===== src/common/apu_params.svh =====
`ifndef APU_PARAMS_SVH
`define APU_PARAMS_SVH

// noise channel register indices
`define NR41_ADDR 2'd0
`define NR42_ADDR 2'd1
`define NR43_ADDR 2'd2
`define NR44_ADDR 2'd3

// bits that always read back as one
`define NR41_RD_MASK 8'hff
`define NR42_RD_MASK 8'h00
`define NR43_RD_MASK 8'h00
`define NR44_RD_MASK 8'hbf

`define NOISE_LFSR_W 15 // full-width noise shift register
`define FRAME_STEPS 8 // steps per frame sequence

`endif


===== src/common/apu_reg_pkg.sv =====
`default_nettype none

package apu_reg_pkg;

	// cpu side of the sound unit register file
	typedef logic [1:0] reg_addr_t; // register index within the channel
	typedef logic [7:0] reg_data_t; // one register byte

endpackage

`default_nettype wire


===== src/common/noise_pkg.sv =====
`default_nettype none

`include "apu_params.svh"

package noise_pkg;

	typedef logic [3:0] volume_t; // volume and output sample
	typedef logic [2:0] env_period_t; // envelope step period
	typedef logic [6:0] length_t; // length count, 0 to 64
	typedef logic [`NOISE_LFSR_W-1:0] lfsr_t;
	typedef logic [3:0] shift_t; // timer clock shift
	typedef logic [2:0] div_code_t; // timer divisor code

	typedef enum logic [1:0] {
		ENV_IDLE,
		ENV_RUN,
		ENV_DONE
	} env_state_t;

endpackage

`default_nettype wire


===== src/noise/noise_envelope.sv =====
`timescale 1ns/10ps
`default_nettype none

module noise_envelope (
	input  logic                   clk,
	input  logic                   rst,
	input  logic                   trigger,
	input  logic                   env_tick,
	input  noise_pkg::volume_t     init_volume,
	input  logic                   env_up,
	input  noise_pkg::env_period_t env_period,
	output noise_pkg::volume_t     volume
);

	noise_pkg::env_state_t  state;
	noise_pkg::env_period_t period_q; // captured at trigger
	noise_pkg::env_period_t period_cnt;
	logic                   up_q;

	always_ff @(posedge clk) begin
		if (rst) begin
			state      <= noise_pkg::ENV_IDLE;
			volume     <= '0;
			period_q   <= '0;
			period_cnt <= '0;
			up_q       <= 1'b0;
		end else if (trigger) begin
			volume     <= init_volume;
			period_q   <= env_period;
			period_cnt <= env_period;
			up_q       <= env_up;
			if (env_period == '0)
				state <= noise_pkg::ENV_IDLE; // period 0 holds the volume
			else
				state <= noise_pkg::ENV_RUN;
		end else if (env_tick && state == noise_pkg::ENV_RUN) begin
			if (period_cnt == 3'd1) begin
				period_cnt <= period_q;
				if (up_q) begin
					if (volume == 4'hf)
						state <= noise_pkg::ENV_DONE;
					else
						volume <= volume + 4'd1;
				end else begin
					if (volume == 4'h0)
						state <= noise_pkg::ENV_DONE;
					else
						volume <= volume - 4'd1;
				end
			end else begin
				period_cnt <= period_cnt - 3'd1;
			end
		end
	end

endmodule

`default_nettype wire


===== src/noise/noise_length.sv =====
`timescale 1ns/10ps
`default_nettype none

module noise_length (
	input  logic       clk,
	input  logic       rst,
	input  logic       length_load,
	input  logic [5:0] length_data,
	input  logic       length_en,
	input  logic       length_tick,
	input  logic       trigger,
	output logic       length_expired
);

	localparam noise_pkg::length_t FULL_LENGTH = 7'd64;

	noise_pkg::length_t count;

	always_ff @(posedge clk) begin
		if (rst) begin
			count          <= '0;
			length_expired <= 1'b0;
		end else begin
			length_expired <= 1'b0;
			if (length_load) begin
				count <= FULL_LENGTH - {1'b0, length_data};
			end else if (trigger) begin
				if (count == '0)
					count <= FULL_LENGTH; // only reload when run out
			end else if (length_tick && length_en && count != '0) begin
				count          <= count - 7'd1;
				length_expired <= (count == 7'd1);
			end
		end
	end

endmodule

`default_nettype wire


===== src/noise/noise_lfsr.sv =====
`timescale 1ns/10ps
`default_nettype none

`include "apu_params.svh"

module noise_lfsr (
	input  logic                 clk,
	input  logic                 rst,
	input  logic                 trigger,
	input  noise_pkg::shift_t    shift,
	input  logic                 width7,
	input  noise_pkg::div_code_t div_code,
	output logic                 noise_bit
);

	localparam int TIMER_W = 20; // 112 << 13 fits

	logic [6:0]         divisor;
	logic [TIMER_W-1:0] period;
	logic [TIMER_W-1:0] timer;
	logic               stopped;
	logic               feedback;
	noise_pkg::lfsr_t   lfsr;
	noise_pkg::lfsr_t   lfsr_next;

	assign divisor = (div_code == '0) ? 7'd8 : {div_code, 4'b0000};
	assign period  = {{(TIMER_W-7){1'b0}}, divisor} << shift;
	assign stopped = (shift >= 4'd14); // shifts 14 and 15 freeze the clock

	assign feedback = lfsr[0] ^ lfsr[1];

	always_comb begin
		lfsr_next = {feedback, lfsr[`NOISE_LFSR_W-1:1]};
		if (width7)
			lfsr_next[6] = feedback; // short 7-bit loop
	end

	always_ff @(posedge clk) begin
		if (rst) begin
			timer <= '0;
			lfsr  <= '0;
		end else if (trigger) begin
			timer <= period;
			lfsr  <= '1;
		end else if (!stopped && timer != '0) begin
			if (timer == TIMER_W'(1)) begin
				timer <= period;
				lfsr  <= lfsr_next;
			end else begin
				timer <= timer - TIMER_W'(1);
			end
		end
	end

	assign noise_bit = ~lfsr[0];

endmodule

`default_nettype wire


===== src/noise/noise_regs.sv =====
`timescale 1ns/10ps
`default_nettype none

`include "apu_params.svh"

module noise_regs (
	input  logic                    clk,
	input  logic                    rst,
	input  logic                    reg_wr,
	input  apu_reg_pkg::reg_addr_t  reg_addr,
	input  apu_reg_pkg::reg_data_t  reg_wr_data,
	output apu_reg_pkg::reg_data_t  reg_rd_data,
	output logic                    length_load,
	output logic [5:0]              length_data,
	output noise_pkg::volume_t      init_volume,
	output logic                    env_up,
	output noise_pkg::env_period_t  env_period,
	output logic                    dac_en,
	output noise_pkg::shift_t       shift,
	output logic                    width7,
	output noise_pkg::div_code_t    div_code,
	output logic                    length_en,
	output logic                    trigger
);

	apu_reg_pkg::reg_data_t nr41, nr42, nr43, nr44;

	logic wr_nr41, wr_nr44;

	assign wr_nr41 = reg_wr && (reg_addr == apu_reg_pkg::reg_addr_t'(`NR41_ADDR));
	assign wr_nr44 = reg_wr && (reg_addr == apu_reg_pkg::reg_addr_t'(`NR44_ADDR));

	always_ff @(posedge clk) begin
		if (rst) begin
			nr41        <= '0;
			nr42        <= '0;
			nr43        <= '0;
			nr44        <= '0;
			length_load <= 1'b0;
			trigger     <= 1'b0;
		end else begin
			if (reg_wr) begin
				case (reg_addr)
					apu_reg_pkg::reg_addr_t'(`NR41_ADDR): nr41 <= reg_wr_data;
					apu_reg_pkg::reg_addr_t'(`NR42_ADDR): nr42 <= reg_wr_data;
					apu_reg_pkg::reg_addr_t'(`NR43_ADDR): nr43 <= reg_wr_data;
					default:                              nr44 <= reg_wr_data;
				endcase
			end
			length_load <= wr_nr41;
			trigger     <= wr_nr44 && reg_wr_data[7] && dac_en; // no restart with dac off
		end
	end

	always_comb begin
		case (reg_addr)
			apu_reg_pkg::reg_addr_t'(`NR41_ADDR): reg_rd_data = nr41 | `NR41_RD_MASK;
			apu_reg_pkg::reg_addr_t'(`NR42_ADDR): reg_rd_data = nr42 | `NR42_RD_MASK;
			apu_reg_pkg::reg_addr_t'(`NR43_ADDR): reg_rd_data = nr43 | `NR43_RD_MASK;
			default:                              reg_rd_data = nr44 | `NR44_RD_MASK;
		endcase
	end

	assign length_data = nr41[5:0];
	assign init_volume = nr42[7:4];
	assign env_up      = nr42[3];
	assign env_period  = nr42[2:0];
	assign dac_en      = |nr42[7:3]; // any volume or upward envelope
	assign shift       = nr43[7:4];
	assign width7      = nr43[3];
	assign div_code    = nr43[2:0];
	assign length_en   = nr44[6];

endmodule

`default_nettype wire


===== src/rtl/frame_sequencer.sv =====
`timescale 1ns/10ps
`default_nettype none

`include "apu_params.svh"

module frame_sequencer (
	input  logic clk,
	input  logic rst,
	input  logic frame_tick, // 512 Hz strobe
	output logic length_tick,
	output logic env_tick
);

	localparam logic [2:0] LAST_STEP = 3'(`FRAME_STEPS - 1);

	logic [2:0] step;

	always_ff @(posedge clk) begin
		if (rst) begin
			step        <= '0;
			length_tick <= 1'b0;
			env_tick    <= 1'b0;
		end else begin
			length_tick <= frame_tick && !step[0]; // steps 0, 2, 4, 6
			env_tick    <= frame_tick && (step == LAST_STEP);
			if (frame_tick) begin
				if (step == LAST_STEP)
					step <= '0;
				else
					step <= step + 3'd1;
			end
		end
	end

endmodule

`default_nettype wire


===== src/rtl/noise_channel.sv =====
`timescale 1ns/10ps
`default_nettype none

module noise_channel (
	input  logic                   clk,
	input  logic                   rst,
	input  logic                   frame_tick,
	input  logic                   reg_wr,
	input  apu_reg_pkg::reg_addr_t reg_addr,
	input  apu_reg_pkg::reg_data_t reg_wr_data,
	output apu_reg_pkg::reg_data_t reg_rd_data,
	output noise_pkg::volume_t     ch_out,
	output logic                   ch_active,
	output logic                   dac_en
);

	logic                   length_tick, env_tick;
	logic                   length_load, length_en, length_expired;
	logic [5:0]             length_data;
	noise_pkg::volume_t     init_volume, volume;
	logic                   env_up;
	noise_pkg::env_period_t env_period;
	noise_pkg::shift_t      shift;
	noise_pkg::div_code_t   div_code;
	logic                   width7, trigger, noise_bit;

	frame_sequencer frame_sequencer_i (
		.clk(clk), .rst(rst), .frame_tick(frame_tick),
		.length_tick(length_tick), .env_tick(env_tick)
	);

	noise_regs noise_regs_i (
		.clk(clk), .rst(rst), .reg_wr(reg_wr), .reg_addr(reg_addr),
		.reg_wr_data(reg_wr_data), .reg_rd_data(reg_rd_data),
		.length_load(length_load), .length_data(length_data),
		.init_volume(init_volume), .env_up(env_up), .env_period(env_period),
		.dac_en(dac_en), .shift(shift), .width7(width7), .div_code(div_code),
		.length_en(length_en), .trigger(trigger)
	);

	noise_length noise_length_i (
		.clk(clk), .rst(rst), .length_load(length_load), .length_data(length_data),
		.length_en(length_en), .length_tick(length_tick), .trigger(trigger),
		.length_expired(length_expired)
	);

	noise_envelope noise_envelope_i (
		.clk(clk), .rst(rst), .trigger(trigger), .env_tick(env_tick),
		.init_volume(init_volume), .env_up(env_up), .env_period(env_period),
		.volume(volume)
	);

	noise_lfsr noise_lfsr_i (
		.clk(clk), .rst(rst), .trigger(trigger), .shift(shift),
		.width7(width7), .div_code(div_code), .noise_bit(noise_bit)
	);

	always_ff @(posedge clk) begin
		if (rst)
			ch_active <= 1'b0;
		else if (!dac_en)
			ch_active <= 1'b0; // dac off kills the channel
		else if (trigger)
			ch_active <= 1'b1;
		else if (length_expired)
			ch_active <= 1'b0;
	end

	assign ch_out = (ch_active && noise_bit) ? volume : '0;

endmodule

`default_nettype wire


===== config.mk =====
export PLATFORM = sky130hd
export DESIGN_NAME = noise_channel
export DESIGN_NICKNAME = d
export VERILOG_FILES = /design/src/common/apu_reg_pkg.sv /design/src/common/noise_pkg.sv /design/src/noise/noise_envelope.sv /design/src/noise/noise_length.sv /design/src/noise/noise_lfsr.sv /design/src/noise/noise_regs.sv /design/src/rtl/frame_sequencer.sv /design/src/rtl/noise_channel.sv
export VERILOG_INCLUDE_DIRS = /design/src /design/src/common
export SDC_FILE = /design/constraint.sdc
export NUM_CORES = 1
export LEC_CHECK = 0
export BUFFER_PORTS_ARGS = -buffer_cell sky130_fd_sc_hd__buf_2
export CAP_MARGIN = 20
export CORE_MARGIN = 2
export CORE_UTILIZATION = 25
export CTS_CLUSTER_DIAMETER = 30
export DETAILED_ROUTE_END_ITERATION = 12
export HOLD_SLACK_MARGIN = 0.12
export SETUP_SLACK_MARGIN = 0.1
export SLEW_MARGIN = 10
export SYNTH_ARGS = -nofsm -noshare
export SYNTH_HDL_FRONTEND = slang
export SYNTH_SLANG_ARGS = --single-unit

===== constraint.sdc =====
create_clock -name clk -period 2.1 [get_ports clk]
set_input_delay 0.105 -clock clk [delete_from_list [all_inputs] [get_ports clk]]
set_output_delay 0.105 -clock clk [all_outputs]
set_load 0.02 [all_outputs]

==> PnR_summary.wiki <==
{| class="wikitable"
! Metric !! Value
|-
| Worst setup slack after placement || -0.0659 ns
|-
| Fin Clk Skew || about 0.0068 ns
|-
| Share of synthesized area occupied by flip-flops and latches || a little over a third
|-
| Endpoint type of the worst setup path || flip-flop
|-
| Status || finished, final reports clean
|-
| Total routing usage reported by global routing || about an eighth
|-
| Adder-cell area share of the yosys netlist || 3.25%
|-
| Initial core utilization || roughly 26%
|-
| Post-route fraction of the period consumed by the critical path || between 90 and 100%
|-
| Highest net fanout along the worst path || 6
|-
| Number of top-level pins || 28
|-
| Critical path's top delay family || simple AND/OR/NAND/NOR gates
|-
| Fin. Hold Viols || 0
|-
| Hold Crit Start || reg_addr[1]
|-
| Most frequent cell after synthesis || sky130_fd_sc_hd__dfxtp_1
|-
| Area fraction in and, or, nand and nor cells after synthesis || 23.6%
|-
| Power per standard cell area || around 1000 nW/um^2
|-
| Detailed-routing wirelength on met1 || about 6500 microns
|-
| Pin count of the biggest net entering global routing || 56
|-
| Ordered list of cells on the worst path || or4_4, or3_4, o21ai_4, buf_6, buf_6, a21oi_2, o32ai_2
|-
| Grt ovf || 0
|-
| Number of setup violations in the final report || 0
|-
| Highest metal layer with signal wires || met4
|-
| Final standard cell area without fillers || ~6400 sq um
|-
| Estimated wirelength of the detail-placed design || between 9000 and 10,000 microns
|-
| Rel. slew slack || between 50% and 60%
|-
| Share of the synthesized area in the top cell type || a little over a third
|-
| Cts bufs inserted || 9
|-
| Biggest area contributors in the synthesized netlist || sky130_fd_sc_hd__dfxtp_1, sky130_fd_sc_hd__mux2i_1, sky130_fd_sc_hd__nor2_1
|-
| Netlist cell types || 69
|-
| Combined flip-flop and latch cell area || between 1500 and 2000 sq um
|-
| Worst VDD drop || between 0.3 and 0.4 mV
|-
| Sink Count || between 80 and 90
|-
| Placeable core region || ~19,000 sq um
|-
| Clock slew at the register clock pins of the worst setup and hold paths || roughly 0.07 ns
|-
| Routed wire length per instance || roughly 15 microns
|-
| Total Negative Setup Slacks || 0 ns
|-
| Number of standard cells after synthesis || 592
|-
| Master cell of the clock root buffer || sky130_fd_sc_hd__clkbuf_16
|-
| Crit path from || noise_lfsr_i.timer[14]
|-
| Detailed-route vias per instance || roughly 4.9
|-
| Yosys reg bits || 87
|-
| Primary flip-flop cell chosen by synthesis mapping || sky130_fd_sc_hd__dfxtp_1
|-
| Worst path buffer plus inverter count || 2
|-
| Main combinational cell family by area after synthesis || simple AND/OR/NAND/NOR gates
|-
| Highest Clock Rate || 0.478 GHz
|-
| CTS tree || yes
|-
| Global-route wire length before repair || between 20,000 and 25,000 microns
|-
| Area of the die || 20,500 sq um
|-
| Antenna Violating Nets Remaining || 0
|-
| Slew @ Worst Pin || between 0.6 and 0.7 ns
|-
| Number of inserted diodes || 0
|-
| First drt pass iteration count || 5
|-
| Xor and xnor area share after synthesis || 1.26%
|-
| Via count of the first global-routing pass || roughly 4.4k
|-
| Routed wl met3 || ~470 microns
|-
| Maximum single-stage delay on the critical path || 0.56 ns
|-
| Total of warnings raised by yosys || 0
|-
| Growth of design area from synthesis to finish || 31.9%
|-
| Post-layout worst setup margin || 0.00724 ns
|-
| PortBufs || 27
|-
| RSZ-0062 raised after global routing || true
|-
| DRT Wirelength || 13,600 microns
|-
| Fill count || between 2k and 2.5k
|-
| Type of the most critical hold path || primary input to flip-flop
|-
| Proportion of layout cells with a drive suffix above 1 || between 20% and 30%
|-
| CP max-delay cell || sky130_fd_sc_hd__or4_4
|-
| Clk Latency, worst-skew pair || ~0.35 ns
|-
| Beginning of the worst register-to-register path || noise_lfsr_i.timer[14]
|-
| Via total after detailed routing || ~4.6k
|-
| Critical path launch point type || flip-flop
|-
| Clk buf depth || 2
|-
| Routability congestion estimate from global placement || about 0.9
|-
| Chip height || 143 microns
|-
| Required @ worst endpoint || about 2.4 ns
|-
| Worst path most repeated cell || sky130_fd_sc_hd__buf_6
|-
| Syn_area_per_cell || 8.20 sq um
|-
| Met2 layer wire length in the routed design || around 6400 microns
|-
| Reported leakage power || ~2.6 nW
|-
| Total nets after synthesis || between 600 and 700
|-
| Area of combinational cells with multiple inputs || between 3000 and 4000 sq um
|-
| Async set or reset register ratio after synthesis || 0%
|-
| Final Max Tran Viols || 0
|-
| Cell Area, Placed || 5610 sq um
|-
| Die boundary width || about 140 microns
|-
| Worst Path Class, Setup || flip-flop to flip-flop
|-
| Largest area contributor in the netlist || sky130_fd_sc_hd__dfxtp_1
|-
| CTS HTree Levels || 3
|-
| Mux cell area share after synthesis || 9.80%
|-
| Worst Path Arrival || around 2.4 ns
|-
| Number of nets in the finished design || 696
|-
| # DRC || 0
|-
| Initial antenna violation count || 0
|-
| Compound-Gate Fraction of Synth Area || around 19%
|-
| Count of flip-flops with a built-in enable after synthesis || 0
|-
| Commonest cells post-synth || sky130_fd_sc_hd__dfxtp_1, sky130_fd_sc_hd__nor2_1, sky130_fd_sc_hd__a21oi_1
|-
| Number of maximum-capacitance constraint violations || 0
|-
| Post-synthesis instance area || just under 5000 sq um
|-
| Clock period minus final worst setup slack || around 2.1 ns
|-
| FP Rows || 50
|-
| Iteration-0 DRC count of the detailed router || 266
|}
[metrics by stage]
| stage | instances | total power [mW] | util [%] | hold WS [ns] |
|---|---|---|---|---|
| final | 935 | 6.24 | 33.9 | 0.137 |
| after global routing | 935 | 6.59 | 33.9 | 0.133 |
| after CTS | 926 | 5.92 | 32.4 | 0.121 |
| after detailed placement | 895 | 4.12 | 29.7 | 0.391 |
| after global placement | 895 | 4.11 | 29.7 | 0.387 |
| after floorplan | 592 | 3.46 | - | 0.244 |
[worst min-delay path, stage by stage]
cell and delay, ns:
sky130_fd_sc_hd__buf_2 0.14, sky130_fd_sc_hd__nand3_1 0.12, sky130_fd_sc_hd__nor4b_1 0.06
[cell families after synthesis]
family	after synthesis
AO/OA/AOI/OAI	137
XOR/XNOR	7
adder cells (fa/ha/maj)	12
buffers and inverters	73
flip-flops	87
multiplexers	46
AND/OR/NAND/NOR	230
[sequential cells by signal (all words and copies together), names as in the netlist, 2 cells and up]
name / flops
noise_envelope_i.state: 2
noise_regs_i.nr41: 6
frame_sequencer_i.step: 3
noise_length_i.count: 7
noise_lfsr_i.timer: 20
noise_regs_i.nr42: 8
noise_envelope_i.period_q: 3
noise_regs_i.nr43: 8
noise_envelope_i.period_cnt: 3
noise_envelope_i.volume: 4
noise_lfsr_i.lfsr: 15
[repair_timing]
item                                   4_1_cts  5_1_grt
cloned                                       1        2
pin swaps                                    5       21
hold buffers                                10        0
setup endpoints to repair                   35       42
gates resized for setup                     18       43
setup buffers                                4        7
endpoints found under the hold margin       29        0
[report_power, final]
| group | total [mW] | switching, mW | leakage [nW] | internal [mW] |
|---|---|---|---|---|
| combinational | 2.58 | 1.33 | 1.76 | 1.26 |
| sequential | 2.04 | 0.182 | 0.709 | 1.86 |
| clock | 1.62 | 0.689 | 0.150 | 0.926 |
[placed cells by master (no fill, tap or decap), types with 3 or more instances in the layout]
cell,n
sky130_fd_sc_hd__and4_1,3
sky130_fd_sc_hd__a2111oi_0,3
sky130_fd_sc_hd__ha_1,11
sky130_fd_sc_hd__or4_1,3
sky130_fd_sc_hd__nor2b_1,7
sky130_fd_sc_hd__o22a_1,7
sky130_fd_sc_hd__nor2_1,86
sky130_fd_sc_hd__dfxtp_1,84
sky130_fd_sc_hd__nand3_1,6
sky130_fd_sc_hd__and2_1,6
sky130_fd_sc_hd__buf_4,58
sky130_fd_sc_hd__mux2i_1,41
sky130_fd_sc_hd__a21oi_2,21
sky130_fd_sc_hd__or3_4,4
sky130_fd_sc_hd__o22ai_1,3
sky130_fd_sc_hd__nor3_2,8
sky130_fd_sc_hd__o32ai_1,5
sky130_fd_sc_hd__inv_1,29
sky130_fd_sc_hd__dlygate4sd3_1,10
sky130_fd_sc_hd__a221oi_1,6
sky130_fd_sc_hd__nand4_1,3
sky130_fd_sc_hd__o211ai_1,4
sky130_fd_sc_hd__a21oi_1,26
sky130_fd_sc_hd__o21ai_0,13
sky130_fd_sc_hd__dfxtp_2,3
sky130_fd_sc_hd__or3_1,7
sky130_fd_sc_hd__nor3b_1,4
sky130_fd_sc_hd__a211oi_1,6
sky130_fd_sc_hd__nor3_1,30
sky130_fd_sc_hd__o32ai_2,4
sky130_fd_sc_hd__nand2_1,26
sky130_fd_sc_hd__or2_2,6
sky130_fd_sc_hd__buf_6,10
sky130_fd_sc_hd__clkbuf_16,10
sky130_fd_sc_hd__nor4_1,7
sky130_fd_sc_hd__clkinv_2,3
sky130_fd_sc_hd__xnor2_1,5
sky130_fd_sc_hd__nand2b_1,7
sky130_fd_sc_hd__buf_2,27
sky130_fd_sc_hd__a31oi_1,8
[per-layer routing]
layer | track usage [%] | vias up
met2 | 21.7 | 102
met5 | 0 | -
met4 | 4.44 | 0
met1 | 17.8 | 2197
li1 | - | 2296
met3 | 1.80 | 16
[area by class of cell]
| type | instances | area share [%] |
|---|---|---|
| timing repair buffer | 109 | 13.4 |
| clock inverter | 7 | 1.11 |
| multi-input combinational | 432 | 47.8 |
| tap | 260 | 5.08 |
| inverter | 31 | 1.82 |
| sequential | 87 | 27.3 |
| clock buffer | 9 | 3.52 |
[path summary, 6_finish.rpt]
check / to / slack, ns / cells after the start
max: noise_lfsr_i.timer[12] / 0.007 / 7
min: noise_regs_i.trigger / 0.14 / 3
max reg2reg: noise_lfsr_i.timer[12] / 0.007 / 7
min reg2reg: noise_envelope_i.period_q[2] / 0.47 / 2
Note: power is estimated with default switching activity, not from simulation.
